$ cat src/common/clint_params.svh
// single hart CLINT constants; base and offsets are full 64-bit byte addresses
`ifndef CLINT_PARAMS_SVH
`define CLINT_PARAMS_SVH

// bus widths
`define CLINT_DATA_W 64
`define CLINT_ADDR_W 64
`define CLINT_ID_W   4
`define CLINT_USER_W 1

// memory map
`define CLINT_BASE         64'h0000_0000_0200_0000
`define CLINT_MSIP_OFS     64'h0000_0000_0000_0000
`define CLINT_MTIMECMP_OFS 64'h0000_0000_0000_4000
`define CLINT_MTIME_OFS    64'h0000_0000_0000_BFF8

// mtime advances once per 2**CLINT_TICK_W cycles
`define CLINT_TICK_W 5

`endif
$ cat src/common/clint_pkg.sv
// AXI channel and register access types for the CLINT; prot/lock/cache/qos/size/burst not carried
`include "clint_params.svh"

package clint_pkg;

  // AW or AR request, len is accepted but ignored
  typedef struct packed {
    logic [`CLINT_ADDR_W-1:0] addr;
    logic [`CLINT_ID_W-1:0]   id;
    logic [`CLINT_USER_W-1:0] user;
    logic [7:0]               len;
  } clint_ax_t;

  typedef struct packed {
    logic [`CLINT_DATA_W-1:0]   data;
    logic [`CLINT_DATA_W/8-1:0] strb;
    logic                       last;
  } clint_w_t;

  typedef struct packed {
    logic [1:0]               resp;
    logic [`CLINT_ID_W-1:0]   id;
    logic [`CLINT_USER_W-1:0] user;
  } clint_b_t;

  typedef struct packed {
    logic [`CLINT_DATA_W-1:0] data;
    logic [1:0]               resp;
    logic                     last;
    logic [`CLINT_ID_W-1:0]   id;
    logic [`CLINT_USER_W-1:0] user;
  } clint_r_t;

  // one strobed register write per W beat
  typedef struct packed {
    logic                       en;
    logic [`CLINT_ADDR_W-1:0]   addr;
    logic [`CLINT_DATA_W-1:0]   data;
    logic [`CLINT_DATA_W/8-1:0] strb;
  } clint_reg_wr_t;

  typedef struct packed {
    logic msi;
    logic mti;
  } clint_irq_t;

endpackage

$ cat src/clint_top.sv
// CLINT top: AXI4 slave port in, msi/mti levels out; single hart, no error responses
`timescale 1ns/10ps
`include "clint_params.svh"

module clint_top
  import clint_pkg::*;
(
  input  logic       clk,
  input  logic       rst,
  input  logic       aw_valid_i,
  input  clint_ax_t  aw_i,
  output logic       aw_ready_o,
  input  logic       w_valid_i,
  input  clint_w_t   w_i,
  output logic       w_ready_o,
  input  logic       b_ready_i,
  output logic       b_valid_o,
  output clint_b_t   b_o,
  input  logic       ar_valid_i,
  input  clint_ax_t  ar_i,
  output logic       ar_ready_o,
  input  logic       r_ready_i,
  output logic       r_valid_o,
  output clint_r_t   r_o,
  output clint_irq_t irq_o
);

  clint_reg_wr_t            reg_wr;
  logic [`CLINT_ADDR_W-1:0] rd_addr;
  logic [`CLINT_DATA_W-1:0] rd_data;

  clint_axi_slave u_axi_slave (
    .clk        (clk),
    .rst        (rst),
    .aw_valid_i (aw_valid_i),
    .aw_i       (aw_i),
    .aw_ready_o (aw_ready_o),
    .w_valid_i  (w_valid_i),
    .w_i        (w_i),
    .w_ready_o  (w_ready_o),
    .b_ready_i  (b_ready_i),
    .b_valid_o  (b_valid_o),
    .b_o        (b_o),
    .ar_valid_i (ar_valid_i),
    .ar_i       (ar_i),
    .ar_ready_o (ar_ready_o),
    .r_ready_i  (r_ready_i),
    .r_valid_o  (r_valid_o),
    .r_o        (r_o),
    .reg_wr_o   (reg_wr),
    .rd_addr_o  (rd_addr),
    .rd_data_i  (rd_data)
  );

  clint_regs u_regs (
    .clk       (clk),
    .rst       (rst),
    .reg_wr_i  (reg_wr),
    .rd_addr_i (rd_addr),
    .rd_data_o (rd_data),
    .irq_o     (irq_o)
  );

endmodule

$ cat src/clint/clint_regs.sv
// msip/mtimecmp/mtime for one hart; unmapped reads give zero, unmapped writes are dropped
`timescale 1ns/10ps
`include "clint_params.svh"

module clint_regs
  import clint_pkg::*;
(
  input  logic                     clk,
  input  logic                     rst,
  input  clint_reg_wr_t            reg_wr_i,
  input  logic [`CLINT_ADDR_W-1:0] rd_addr_i,
  output logic [`CLINT_DATA_W-1:0] rd_data_o,
  output clint_irq_t               irq_o
);

  localparam logic [`CLINT_ADDR_W-1:0] MSIP_ADDR     = `CLINT_BASE + `CLINT_MSIP_OFS;
  localparam logic [`CLINT_ADDR_W-1:0] MTIMECMP_ADDR = `CLINT_BASE + `CLINT_MTIMECMP_OFS;
  localparam logic [`CLINT_ADDR_W-1:0] MTIME_ADDR    = `CLINT_BASE + `CLINT_MTIME_OFS;

  logic [31:0]              msip_q;
  logic [`CLINT_DATA_W-1:0] mtimecmp_q;
  logic [`CLINT_DATA_W-1:0] mtime_q;
  logic [`CLINT_TICK_W-1:0] tick_q;
  logic [`CLINT_DATA_W-1:0] wr_mask;
  logic                     tick;

  // byte strobes expanded to a bit mask
  always_comb begin
    for (int i = 0; i < `CLINT_DATA_W / 8; i++) begin
      wr_mask[i*8 +: 8] = {8{reg_wr_i.strb[i]}};
    end
  end

  always_ff @(posedge clk) begin
    if (rst) begin
      msip_q <= '0;
    end else if (reg_wr_i.en && reg_wr_i.addr == MSIP_ADDR) begin
      msip_q <= (msip_q & ~wr_mask[31:0]) | (reg_wr_i.data[31:0] & wr_mask[31:0]);
    end
  end

  always_ff @(posedge clk) begin
    if (rst) begin
      mtimecmp_q <= '0;
    end else if (reg_wr_i.en && reg_wr_i.addr == MTIMECMP_ADDR) begin
      mtimecmp_q <= (mtimecmp_q & ~wr_mask) | (reg_wr_i.data & wr_mask);
    end
  end

  // prescaler, wraps every 2**CLINT_TICK_W cycles
  always_ff @(posedge clk) begin
    if (rst) begin
      tick_q <= '0;
    end else begin
      tick_q <= tick_q + 1'b1;
    end
  end

  assign tick = &tick_q;

  // software write wins over the tick
  always_ff @(posedge clk) begin
    if (rst) begin
      mtime_q <= '0;
    end else if (reg_wr_i.en && reg_wr_i.addr == MTIME_ADDR) begin
      mtime_q <= (mtime_q & ~wr_mask) | (reg_wr_i.data & wr_mask);
    end else if (tick) begin
      mtime_q <= mtime_q + 1'b1;
    end
  end

  always_comb begin
    case (rd_addr_i)
      MSIP_ADDR:     rd_data_o = {{32{msip_q[31]}}, msip_q};
      MTIMECMP_ADDR: rd_data_o = mtimecmp_q;
      MTIME_ADDR:    rd_data_o = mtime_q;
      default:       rd_data_o = '0;
    endcase
  end

  assign irq_o.msi = msip_q[0];
  assign irq_o.mti = (mtime_q >= mtimecmp_q);

endmodule

$ cat src/clint/clint_axi_slave.sv
// AXI4 slave, one read and one write in flight; bursts collapse to a single address, resp always OKAY
`timescale 1ns/10ps
`include "clint_params.svh"

module clint_axi_slave
  import clint_pkg::*;
(
  input  logic                     clk,
  input  logic                     rst,

  input  logic                     aw_valid_i,
  input  clint_ax_t                aw_i,
  output logic                     aw_ready_o,

  input  logic                     w_valid_i,
  input  clint_w_t                 w_i,
  output logic                     w_ready_o,

  input  logic                     b_ready_i,
  output logic                     b_valid_o,
  output clint_b_t                 b_o,

  input  logic                     ar_valid_i,
  input  clint_ax_t                ar_i,
  output logic                     ar_ready_o,

  input  logic                     r_ready_i,
  output logic                     r_valid_o,
  output clint_r_t                 r_o,

  output clint_reg_wr_t            reg_wr_o,
  output logic [`CLINT_ADDR_W-1:0] rd_addr_o,
  input  logic [`CLINT_DATA_W-1:0] rd_data_i
);

  typedef enum logic {R_IDLE, R_READ} r_state_e;
  typedef enum logic [1:0] {W_IDLE, W_WRITE, W_RESP} w_state_e;

  r_state_e r_state_q;
  r_state_e r_state_nxt;
  w_state_e w_state_q;
  w_state_e w_state_nxt;

  logic ar_ready_q;
  logic aw_ready_q;

  logic [`CLINT_ADDR_W-1:0] rd_addr_q;
  logic [`CLINT_ID_W-1:0]   rd_id_q;
  logic [`CLINT_USER_W-1:0] rd_user_q;
  logic [`CLINT_ADDR_W-1:0] wr_addr_q;
  logic [`CLINT_ID_W-1:0]   wr_id_q;
  logic [`CLINT_USER_W-1:0] wr_user_q;

  logic ar_hs;
  logic r_hs;
  logic aw_hs;
  logic w_hs;
  logic b_hs;

  assign ar_hs = ar_valid_i && ar_ready_o;
  assign r_hs  = r_valid_o && r_ready_i;
  assign aw_hs = aw_valid_i && aw_ready_o;
  assign w_hs  = w_valid_i && w_ready_o;
  assign b_hs  = b_valid_o && b_ready_i;

  // read side
  always_comb begin
    r_state_nxt = r_state_q;
    case (r_state_q)
      R_IDLE:  if (ar_hs) r_state_nxt = R_READ;
      R_READ:  if (r_hs)  r_state_nxt = R_IDLE;
      default: r_state_nxt = R_IDLE;
    endcase
  end

  // ready is a flop so it stays low through reset
  always_ff @(posedge clk) begin
    if (rst) begin
      r_state_q  <= R_IDLE;
      ar_ready_q <= 1'b0;
    end else begin
      r_state_q  <= r_state_nxt;
      ar_ready_q <= (r_state_nxt == R_IDLE);
    end
  end

  always_ff @(posedge clk) begin
    if (ar_hs) begin
      rd_addr_q <= ar_i.addr;
      rd_id_q   <= ar_i.id;
      rd_user_q <= ar_i.user;
    end
  end

  assign ar_ready_o = ar_ready_q;
  assign rd_addr_o  = rd_addr_q;
  assign r_valid_o  = (r_state_q == R_READ);
  assign r_o.data   = rd_data_i;
  assign r_o.resp   = 2'b00;
  assign r_o.last   = 1'b1;
  assign r_o.id     = rd_id_q;
  assign r_o.user   = rd_user_q;

  // write side
  always_comb begin
    w_state_nxt = w_state_q;
    case (w_state_q)
      W_IDLE:  if (aw_hs) w_state_nxt = W_WRITE;
      W_WRITE: if (w_hs && w_i.last) w_state_nxt = W_RESP;
      W_RESP:  if (b_hs) w_state_nxt = W_IDLE;
      default: w_state_nxt = W_IDLE;
    endcase
  end

  always_ff @(posedge clk) begin
    if (rst) begin
      w_state_q  <= W_IDLE;
      aw_ready_q <= 1'b0;
    end else begin
      w_state_q  <= w_state_nxt;
      aw_ready_q <= (w_state_nxt == W_IDLE);
    end
  end

  always_ff @(posedge clk) begin
    if (aw_hs) begin
      wr_addr_q <= aw_i.addr;
      wr_id_q   <= aw_i.id;
      wr_user_q <= aw_i.user;
    end
  end

  assign aw_ready_o = aw_ready_q;
  assign w_ready_o  = (w_state_q == W_WRITE);

  // every beat hits the captured address
  assign reg_wr_o.en   = w_hs;
  assign reg_wr_o.addr = wr_addr_q;
  assign reg_wr_o.data = w_i.data;
  assign reg_wr_o.strb = w_i.strb;

  assign b_valid_o = (w_state_q == W_RESP);
  assign b_o.resp  = 2'b00;
  assign b_o.id    = wr_id_q;
  assign b_o.user  = wr_user_q;

endmodule

$ cat config.mk
export PLATFORM = sky130hd
export DESIGN_NAME = clint_top
export DESIGN_NICKNAME = d
export VERILOG_FILES = /design/src/common/clint_pkg.sv /design/src/clint_top.sv /design/src/clint/clint_regs.sv /design/src/clint/clint_axi_slave.sv
export VERILOG_INCLUDE_DIRS = /design/src /design/src/common
export SDC_FILE = /design/constraint.sdc
export NUM_CORES = 1
export LEC_CHECK = 0
export ABC_AREA = 1
export BUFFER_PORTS_ARGS = -buffer_cell sky130_fd_sc_hd__buf_4
export CAP_MARGIN = 20
export CORE_ASPECT_RATIO = 1.5
export CORE_MARGIN = 3
export CORE_UTILIZATION = 30
export DETAILED_ROUTE_END_ITERATION = 16
export GPL_TIMING_DRIVEN = 0
export PLACE_DENSITY = 0.5
export SKIP_CTS_REPAIR_TIMING = 1
export SLEW_MARGIN = 20
export SYNTH_ARGS = -nofsm -noshare
export SYNTH_HDL_FRONTEND = slang
export SYNTH_SLANG_ARGS = --single-unit
$ cat constraint.sdc
create_clock -name clk -period 3.09 [get_ports clk]
set_input_delay 0.618 -clock clk [delete_from_list [all_inputs] [get_ports clk]]
set_output_delay 0.618 -clock clk [all_outputs]
set_load 0.01 [all_outputs]
Yosys cells after proc, flatten, opt, wreduce, memory -nomap -nowiden:

Cells that the tools add are included.

* bits in registers: 308
* output and inout port bits: 86
* word-level logic and storage cells: 60
* bits of input ports: 234

* add/sub/neg operators: 2
* bitwise gates (word level): 12
* $lt $le $gt $ge: 1
* reduce and logical (&&, ||, !) cells: 13
* equal/unequal tests: 8
* muxes and demuxes: 10

Operator list (number)
* 64-bit by 26-bit equality test with 1-bit output, second input constant: 6
* 64-bit AND: 3
* 64-bit case mux with 3 select lines: 1
* 64-bit two-way mux: 2
* 64-bit OR: 2
* 64-bit by 1-bit adder with 64-bit output, second input constant: 1
* 32-bit AND: 2
* 64-bit greater-or-equal comparator: 1
* 64-bit NOT: 1
* 32-bit NOT: 1
* 32-bit OR: 1
* 1-bit logical AND: 9
* 2-bit two-way mux: 3
* 2-bit case mux with 3 select lines: 1
* 5-bit by 1-bit adder with 5-bit output, second input constant: 1
* 5-bit AND reduction: 1
* 2-bit zero test: 2
* 2-bit by 1-bit equality test with 1-bit output, second input constant: 1
* 2-bit equality test, second input constant: 1
* 1-bit two-way mux: 2
* 1-bit NOT: 2
* 1-bit case mux with 2 select lines: 1
* 2-bit nonzero test: 1

Depth between registers and ports, before layout:

Gate-level depths: netlist (run 1).

* depth in word-level cells: 6
* gate-level depth with buffers: 13
* depth with buffers taken out: 13

Modules after synthesis:

From an unflattened synthesis (run 1), not the netlist that was laid out.

* cell total of the unflattened synthesis: 2512
* area total of the unflattened synthesis: 18621.6 sq um

By module, submodules not included
* clint_regs: seq. area each 3303.2 sq um, cells each 2197, area an instance 13156.4 sq um, times used 1
* clint_axi_slave: seq. area each 4244.1 sq um, cells each 315, area an instance 5465.2 sq um, times used 1

Least setup slack after synthesis (run 1):

Ideal clock, no wire load.

* path kind: input to register
* start: in ar_valid_i
* end: reg u_axi_slave.ar_ready_q, in the netlist u_axi_slave.ar_ready_o
* data required time: 2.962 ns
* arrival: 2.426 ns
* setup slack: 0.536 ns
* stages on the path: 5
* cells stage by stage: nand2_1 inv_1 o21ai_0 inv_1 nor2_1

* longest elaborated chain between the ends: 4

RTL lines
* start: declaration: RTL line clint_top.sv:19 `input logic ar_valid_i,`
* 1-bit logical AND: RTL line clint_axi_slave.sv:60 `assign ar_hs = ar_valid_i && ar_ready_o;`
* net u_axi_slave.ar_hs: RTL line clint_axi_slave.sv:54 `logic ar_hs;`
* 1-bit two-way mux: RTL line clint_axi_slave.sv:70 `R_IDLE: if (ar_hs) r_state_nxt = R_READ;`
* 1-bit case mux with 2 select lines: RTL line clint_axi_slave.sv:69 `case (r_state_q)`
* 1-bit NOT: RTL line clint_axi_slave.sv:83 `ar_ready_q <= (r_state_nxt == R_IDLE);`
* end signal: assignment: RTL line clint_axi_slave.sv:83
* end: declaration: RTL line clint_axi_slave.sv:44 `logic ar_ready_q;`

The timed path passes the listed nets, and every way through them passes these cells.
A chain may end at the register's enable or synchronous reset.

==> impl_metrics.csv, run 1 <==
group,metric,value,unit
sta,worst_slack,-0.07849,ns
die,core_area,59460,µm²
sta,rsz0062_at_grt,"true",
route,wire_per_inst,22.06,µm
place,port_buffers,293,
die,initial_core_util,30.57,%
global_route,grt_pass1_vias,18460,
synth,ys_types,43,
worst_setup_path,rrSetupSlack,0.39,ns
run_status,status,"finished with violations",
finish,areaGrowthSynthToFinish,30.29,%
sta,drv_slew,0,
synth,async_reset_ff_share,0,%
run_status,violations,"negative setup slack",
clock_network,cts_tree,"yes",
route,vias,18620,
synth,synthMuxAreaShare,0,%
die,rows,109,
place,place_ws,-0.5312,ns
route,drt_iter0_drc,1393,
synth,synth_xor_area_share,0.6745,%
hold_path,min_path_cells,1,
finish,stdcell_area,23690,µm²
sta,hold_viol_final,0,
worst_setup_path,startpoint_type,"flop",
hold_path,hold_path_startpoint,"ar_i[52]",
sta,period_share,102.5,%
route,wl_met2,41690,µm
die,die_w,207.0,µm
synth,synth_top_family_by_area,"simple AND/OR/NAND/NOR gates",
finish,layout-drive-gt1-share,21.34,%
synth,synth_ff_type,"dfxtp_1",
synth,yosys.area_share.adder,4.611,%
pwr,power_leakage,11.21,nW
worst_setup_path,cp.arrival,2.55,ns
synth,ys_ff_latch,308,
worst_setup_path,cp_max_fo,10,
sta,tns,-0.8973,ns
place,place_congestion,0.9468,
place,post_dp_cell_area,21460,µm²
worst_setup_path,reg2reg_from,"u_axi_slave.wr_addr_q[1]",
finish,num-nets-final,3204,
worst_setup_path,worstPathRequired,2.47,ns
route,drc,0,
global_route,grt_max_degree,61,
flow_run,max_cap_violations,0,
clock_network,clockBufferDepth,3,
die,io_pins,320,
clock_network,clockRootBuffer,"clkbuf_16",
worst_setup_path,r2r_cells,11,
route,top_layer,"met4",
synth,synth_compound_area_share,2.911,%
route,met3_length,5457,µm
route,vias_per_cell,5.022,
sta,finalSetupViolCount,41,
pwr,irDropWorstVdd,0.0004370,V
global_route,grt_overflow,0,
sta,max_slew_margin,24.03,%
clock_network,htreeDepth,2,
clock_network,numCtsBuffers,36,
sta,fmax,315.6,MHz
pwr,power_density,393.5,nW/µm²
synth,syn_inst,2552,
die,fp.dieH,307.5,µm
synth,synth_edf_count,138,
global_route,grt_pass1_wl,116900,µm
die,die-area,63650,µm²
sta,tightest_slew,1.140,ns
synth,yosysSeqAreaShare,41.51,%
synth,syn-cell-area,18180,µm²
route,drt_first_pass_iters,5,
sta,holdWs,0.2158,ns
clock_network,clk_pin_slew,0.06,ns
global_route,antenna_found_initial,1,
sta,min_period,3.168,ns
synth,synth_area_per_cell,7.124,µm²
worst_setup_path,endpoint_kind,"output pin",
sta,final.setup_skew,0.03449,ns
route,drt_wl_total,81790,µm
synth,synthSimpleGateAreaFrac,41.63,%
global_route,grt.total_usage,24.94,%
hold_path,holdPathEnd,"u_axi_slave.rd_addr_o[39]",
hold_path,hold_class,"primary input to flop",
worst_setup_path,crit_type,"flop to output pin",
synth,yosysWarnings,0,
route,met1_length,29420,µm
route,ant_nets,0,
place,hpwl,63820,µm
clock_network,clock_latency,0.58,ns
clock_network,cts_num_sinks,308,
area by class of cell:
cell class / count / area [µm²]
antenna: 1 / 2.502
clock inverter: 12 / 152.6
buffer: 118 / 998.5
timing repair buffer: 310 / 2515
tap: 777 / 972.2
inverter: 238 / 898.4
multi-input combinational: 1891 / 9537
clock buffer: 52 / 1022
fill: 6321 / 35780
sequential: 308 / 7589
power breakdown:
part           total, mW  switching [mW]  internal (mW)
clock network       4.35            1.86           2.49
registers           4.42          0.0400           4.38
logic              0.553           0.306          0.247
total               9.32            2.21           7.11
through the flow:
| stage | utilization [%] | std cells | power, mW |
|---|---|---|---|
| after global routing | 39.83 | 3707 | 9.638 |
| final | 39.83 | 3707 | 9.320 |
| after floorplan | - | 2555 | 4.678 |
| after global placement | 35.93 | 3625 | 5.039 |
| after CTS | 38.06 | 3693 | 9.434 |
| after detailed placement | 36.09 | 3629 | 5.056 |
worst max-delay path: stages, from the launching register on:
cell	delay, ns
edfxtp_1	0.42
nor4_4	0.31
nand4_1	0.17
nor2_4	0.27
buf_12	0.18
buf_12	0.17
nand4_1	0.17
nand3_2	0.15
buf_6	0.11
worst max-delay path by stage:
stage,start,endpoint,slack [ns],cells past startpoint
detailed placement,u_axi_slave.rd_addr_o[5],r_o[39],-0.53,7
global route,u_axi_slave.rd_addr_o[29],r_o[11],-0.19,9
finish,u_axi_slave.rd_addr_o[5],r_o[11],-0.08,8
global placement,u_axi_slave.rd_addr_o[12],r_o[42],-1.18,5
CTS,u_axi_slave.rd_addr_o[5],r_o[39],-1.16,7
floorplan,ar_valid_i,u_axi_slave.ar_ready_o,0.54,5
cell usage in the layout, fill, tap and decap left out, types with 32 or more instances in the layout:
cell,count
ha_1,65
clkbuf_16,39
nand2_2,32
buf_4,293
dfxtp_1,137
nand2_1,746
nor2_1,495
clkbuf_1,37
nand3_1,121
inv_1,230
edfxtp_1,138
nand4_1,176
buf_6,53
a21oi_1,70
dfxtp_2,33
nand3_2,47
Yosys cell counts, types with 24 or more instances:
| cell | n | area [µm²] |
|---|---|---|
| ha_1 | 67 | 838.3 |
| dfxtp_1 | 170 | 3403 |
| a21oi_1 | 73 | 365.4 |
| edfxtp_1 | 138 | 4144 |
| nand3_1 | 163 | 815.8 |
| nand4_1 | 176 | 1101 |
| inv_1 | 233 | 874.6 |
| nand3b_1 | 29 | 217.7 |
| o21ai_0 | 24 | 120.1 |
| nand2_1 | 775 | 2909 |
| buf_2 | 42 | 210.2 |
| clkbuf_1 | 46 | 172.7 |
| nor2_1 | 499 | 1873 |
cell families after synthesis:
kind of cell,after synthesis
other cells,2
buf+inv,356
simple gates,1703
flops,308
xor+xnor,14
compound gates,102
fa+ha+maj,67
metal layers:
metal,vias up,global-route usage [%]
li1,9037,-
met1,8623,26.82
met4,0,13.78
met2,762,45.20
met5,-,0
met3,193,4.959
No activity file was read; power rests on OpenSTA's default activity.
==> run 2: changes to the inputs <==
--- a/config.mk
+++ b/config.mk
@@ -6,15 +6,14 @@
 export SDC_FILE = /design/constraint.sdc
 export NUM_CORES = 1
 export LEC_CHECK = 0
-export ABC_AREA = 1
 export BUFFER_PORTS_ARGS = -buffer_cell sky130_fd_sc_hd__buf_4
 export CAP_MARGIN = 20
 export CORE_ASPECT_RATIO = 1.5
 export CORE_MARGIN = 3
 export CORE_UTILIZATION = 30
 export DETAILED_ROUTE_END_ITERATION = 16
-export GPL_TIMING_DRIVEN = 0
-export PLACE_DENSITY = 0.5
+export GPL_TIMING_DRIVEN = 1
+export PLACE_DENSITY = 0.51
 export SKIP_CTS_REPAIR_TIMING = 1
 export SLEW_MARGIN = 20
 export SYNTH_ARGS = -nofsm -noshare
==> run 2 against run 1 <==
Against the previous run: register-to-register slack lost 0.13 ns; combinational power down 16%; sequential power hardly changed; cell count shrank 30%; critical endpoint is now irq_o[0]; power shrank 1.8%; global-route usage down 6.3 points; fmax shrank 7.1%; clock skew decreased by 0.022 ns; first-iteration DRC count decreased by 57%; the flow still finishes with violations (negative setup slack).
==> impl_metrics.csv, run 2 <==
group,metric,value,unit
pwr,irDropWorstVdd,0.0004868,V
die,io_pins,320,
worst_setup_path,crit_family,"compound AO/OA/AOI/OAI gates",
synth,ys_types,67,
die,fp.dieH,282.4,µm
synth,syn_inst,1527,
worst_setup_path,critPathSlowestCell,"a221oi_1",
finish,multiInputGateArea,7232,µm²
route,drt_iter0_drc,593,
die,die-area,53750,µm²
route,wire_per_inst,20.17,µm
synth,synth_commonest_cells,"170 x dfxtp_1, 141 x nor2_1, 138 x edfxtp_1, 132 x mux2i_1, 109 x nand2_1",
worst_setup_path,crit_type,"flop to output pin",
worst_setup_path,endpoint_kind,"output pin",
route,drt_wl_total,52190,µm
route,met3_length,3359,µm
place,port_buffers,298,
clock_network,htreeDepth,2,
sta,hold_viol_final,0,
finish,stdcell_area,20450,µm²
synth,ys_ff_latch,308,
sta,worst_slack,-0.3210,ns
global_route,grt_max_degree,70,
sta,finalSetupViolCount,65,
hold_path,hold_class,"primary input to flop",
sta,rsz0062_at_grt,"true",
finish,n_fill_cell,4976,
pwr,power,9.151,mW
worst_setup_path,slowest_delay,0.44,ns
place,placed_cells,2519,
synth,synth.top_cells.by_area,"edfxtp_1 27%, dfxtp_1 22%, mux2i_1 8.6%",
clock_network,cts_tree,"yes",
clock_network,clk_pin_slew,0.06,ns
place,hpwl,38950,µm
die,initial_core_util,30.54,%
synth,yosysSeqAreaShare,49.38,%
sta,final.setup_skew,0.01289,ns
sta,min_period,3.411,ns
finish,fin_util,40.86,%
global_route,antenna_found_initial,0,
sta,max_slew_margin,43.92,%
pwr,power_leakage,8.695,nW
global_route,grt_pass1_vias,13670,
pwr,power_density,447.5,nW/µm²
global_route,grt.total_usage,18.60,%
route,ant_nets,0,
global_route,grt_overflow,0,
sta,drv_slew,0,
sta,holdWs,0.2618,ns
worst_setup_path,crit_buf_inv,3,
synth,async_reset_ff_share,0,%
worst_setup_path,path_cells,"inv_1 -> ha_1 -> nand4_1 -> buf_4 -> nor3_1 -> a221oi_1 -> o21ai_1 -> a211oi_2 -> o21ai_1 -> buf_4",
run_status,violations,"negative setup slack",
global_route,grt_pass1_wl,78030,µm
finish,layout-drive-gt1-share,27.65,%
sta,tightest_slew,0.8412,ns
synth,yosysWarnings,0,
synth,syn-cell-area,15280,µm²
worst_setup_path,cp_max_fo,3,
clock_network,clock_latency,0.53,ns
clock_network,clockBufferDepth,3,
die,core_area,50050,µm²
finish,num-nets-final,2203,
sta,tns,-12.58,ns
clock_network,clockRootBuffer,"clkbuf_16",
place,post_dp_cell_area,18980,µm²
finish,areaGrowthSynthToFinish,33.79,%
route,top_layer,"met4",
finish,diodes,0,
sta,fmax,293.2,MHz
run_status,status,"finished with violations",
place,place_ws,-0.1438,ns
die,die_w,190.3,µm
route,vias,13330,
synth,synth_area_per_cell,10.01,µm²
die,rows,100,
synth,synth_edf_count,138,
synth,synth_top_area_cell,"edfxtp_1",
synth,yosysTopAreaCellShare,27.11,%
finish,regArea,7559,µm²
route,drc,0,
clock_network,cts_num_sinks,308,
route,met1_length,19060,µm
worst_setup_path,worstPathRequired,2.47,ns
sta,period_share,110.4,%
worst_setup_path,cp.arrival,2.79,ns
finish,final_common_cell,"buf_4",
route,vias_per_cell,5.154,
route,drt_first_pass_iters,5,
clock_network,numCtsBuffers,36,
synth,synth_ff_type,"dfxtp_1",
worst_setup_path,startpoint_type,"flop",
synth,synth_most_common_cell,"dfxtp_1",
finish,stdcell_count,2587,
route,wl_met2,27780,µm
flow_run,max_cap_violations,0,
finish,most-common-layout-cells,"402 x buf_4, 161 x dfxtp_1, 141 x nor2_1",
place,place_congestion,0.8548,
[run 2: cell count changes in the layout (fill, tap and decap cells not counted), sizes merged, moves of 128 or more]
cell / delta
nand2: -671
mux2i: +132
nand4: -137
inv: -157
nor2: -367
nand3: -128
[run 2: final timing paths]
check	startpoint	endpoint	slack (ns)	depth (start not counted)
worst max-delay path	flop	irq_o[0]	-0.32	10
worst min-delay path	aw_i[70]	u_axi_slave.wr_addr_q[57]	0.26	1
worst max register to register	u_axi_slave.wr_addr_q[2]	flop	0.26	7
worst min register to register	u_regs.tick_q[0]	u_regs.tick_q[0]	0.45	1
[run 2: layer usage]
layer  up-vias  track usage, %
li1       6454               -
met1      6388           19.88
met2       396           35.66
met3        96           4.314
met4         0           6.308
met5         -               0
[run 2: kinds of logic (layout without fill, tap and decap cells)]
| kind of cell | count (synthesis) | after routing | synth area share, % |
|---|---|---|---|
| simple gates | 541 | 541 | 18.67 |
| flops | 308 | 308 | 49.38 |
| compound gates | 303 | 303 | 12.80 |
| buf+inv | 165 | 559 | 4.371 |
| mux | 137 | 137 | 9.013 |
| fa+ha+maj | 67 | 67 | 5.485 |
| xor+xnor | 4 | 4 | 0.2292 |
| other cells | 2 | 5 | 0.04913 |
[run 2: where the power goes]
group,switching [mW],internal (mW)
sequential,0.0432,4.37
clock,1.75,2.52
combinational,0.227,0.236
[run 2: layout make-up]
class	instances	share of cell area, %
clock buffer	46	4.840
sequential	308	36.96
tap	663	4.057
inverter	79	1.450
timing repair buffer	420	16.50
multi-input combinational	1057	35.36
clock inverter	14	0.8260
==> run 3: changes to the inputs <==
==> constraint.sdc (replaced) <==
create_clock -name clk -period 3.09 [get_ports clk]
set_input_delay 0.618 -clock clk [delete_from_list [all_inputs] [get_ports clk]]
set_output_delay 0.618 -clock clk [all_outputs]
set_load 0.05 [all_outputs]
==> run 3 against run 2 <==
Against the previous run: the run still ends with negative setup slack left; count of clock-buffer cells in the layout unchanged; cell area increased by 1.9%; die area unchanged; routed wire length decreased by 1.5%; power decreased by 0.32%; register-to-register slack got worse by 0.03 ns; clock skew increased by 0.0081 ns; highest routed layer unchanged.
==> impl_metrics.csv, run 3 (synthesis gave the netlist of run 2 again) <==
group,metric,value,unit
global_route,grtUsageMet3,4.066,%
run_status,violations,"negative setup slack",
global_route,antenna_found_initial,1,
place,post_dp_cell_area,19000,µm²
finish,n_fill_cell,5000,
flow_run,max_cap_violations,0,
pwr,power,9.122,mW
worst_setup_path,critPathSlowestCell,"edfxtp_1",
worst_setup_path,endpoint_kind,"output pin",
die,die_w,190.3,µm
finish,regArea,7559,µm²
route,drt_iter0_drc,621,
clock_network,clk_pin_slew,0.06,ns
global_route,grt_max_degree,137,
worst_setup_path,r2r_cells,8,
hold_path,holdPathEnd,"u_axi_slave.wr_addr_q[56]",
global_route,grt_use_met2,35.20,%
worst_setup_path,startpoint_type,"flop",
global_route,grt_busiest_layer,"met2",
route,ant_nets,0,
route,drt_first_pass_iters,4,
worst_setup_path,path_cells,"nor4b_4 -> nand4_1 -> nor4_4 -> nand4_1 -> buf_4 -> clkbuf_16 -> o21ai_1 -> buf_4 -> buf_6",
global_route,grt_pass1_vias,13540,
route,vias,13340,
clock_network,clock_latency,0.53,ns
sta,final.setup_skew,0.02103,ns
worst_setup_path,rrSetupSlack,0.23,ns
pwr,power_density,437.8,nW/µm²
clock_network,htreeDepth,2,
finish,fin_util,41.63,%
hold_path,hold_class,"primary input to flop",
die,fp.dieH,282.4,µm
worst_setup_path,slowest_delay,0.41,ns
place,place_ws,-0.1468,ns
global_route,grt_overflow,0,
clock_network,clockBufferDepth,3,
sta,hold_viol_final,0,
finish,most-common-layout-cells,"339 x buf_4, 161 x dfxtp_1, 141 x nor2_1",
route,vias_per_cell,5.162,
sta,max_slew_margin,30.09,%
clock_network,numCtsBuffers,36,
route,drc,0,
die,core_area,50050,µm²
sta,rsz0062_at_grt,"true",
worst_setup_path,reg2reg_from,"u_axi_slave.wr_addr_q[2]",
hold_path,hold_path_startpoint,"aw_i[69]",
sta,drv_slew,0,
hold_path,min_path_cells,1,
sta,worst_slack,-0.3110,ns
die,io_pins,320,
pwr,irDropWorstVdd,0.0004390,V
sta,fmax,294.0,MHz
global_route,grt_pass1_wl,76370,µm
worst_setup_path,cp_max_fo,9,
die,rows,100,
finish,areaGrowthSynthToFinish,36.31,%
worst_setup_path,cp-startpoint,"u_axi_slave.rd_addr_o[62]",
sta,finalSetupViolCount,65,
place,port_buffers,298,
finish,final_common_cell,"buf_4",
place,hpwl,38550,µm
die,die-area,53750,µm²
route,drt_wl_total,51430,µm
finish,layout-drive-gt1-share,30.26,%
route,wire_per_inst,19.90,µm
worst_setup_path,worstPathRequired,2.47,ns
sta,min_period,3.401,ns
finish,multiInputGateArea,7502,µm²
finish,stdcell_area,20840,µm²
sta,period_share,110.1,%
clock_network,clockRootBuffer,"clkbuf_16",
pwr,power_leakage,8.745,nW
sta,tightest_slew,1.049,ns
place,place_congestion,0.8482,
global_route,grt.total_usage,18.35,%
clock_network,cts_num_sinks,308,
worst_setup_path,cp.arrival,2.78,ns
die,initial_core_util,30.54,%
run_status,status,"finished with violations",
finish,num-nets-final,2195,
clock_network,cts_tree,"yes",
worst_setup_path,crit_type,"flop to output pin",
global_route,use_met1,19.34,%
==> run 3: metrics by stage <==
| stage | TNS, ns | instances | hold slack (ns) |
|---|---|---|---|
| after CTS | -35.34 | 2579 | 0.2374 |
| after floorplan | -10.12 | 1530 | 0.4175 |
| after global placement | -0.8558 | 2515 | 0.4277 |
| after detailed placement | -0.8148 | 2515 | 0.4403 |
| final | -13.78 | 2584 | 0.2695 |
| after global routing | -22.23 | 2584 | 0.2409 |
==> run 3: how the worst max path moves through the flow <==
stage / endpoint / slack, ns / cells past startpoint
after global routing: r_o[19] / -0.43 / 8
final: r_o[31] / -0.31 / 9
after floorplan: r_o[10] / -0.17 / 6
after global placement: r_o[46] / -0.17 / 8
after CTS: r_o[46] / -0.71 / 8
after detailed placement: r_o[46] / -0.15 / 8
==> run 3: critical path: cells and delay by family (launching register included) <==
family	cells	cell delay (ns)
flops	1	0.41
simple gates	4	1.02
compound gates	1	0.14
buf+inv	4	0.70
==> run 3: layout make-up <==
type	count	share of cell area, %
timing repair buffer	412	16.83
inverter	79	1.423
sequential	308	36.28
multi-input combinational	1057	36.01
antenna	1	0.01201
clock inverter	18	0.8167
tap	663	3.982
clock buffer	46	4.654
==> run 3: where the power goes <==
| part | internal (mW) | total, mW | leakage [nW] | switching [mW] |
|---|---|---|---|---|
| logic | 0.235 | 0.503 | 5.54 | 0.269 |
| registers | 4.37 | 4.42 | 2.66 | 0.0428 |
| clock network | 2.47 | 4.20 | 0.551 | 1.73 |
==> run 3: metal layers <==
metal / vias up / wire length, µm
met5: - / 0
met4: 0 / 1717
met3: 88 / 3206
met2: 428 / 27840
met1: 6379 / 18660
li1: 6443 / -
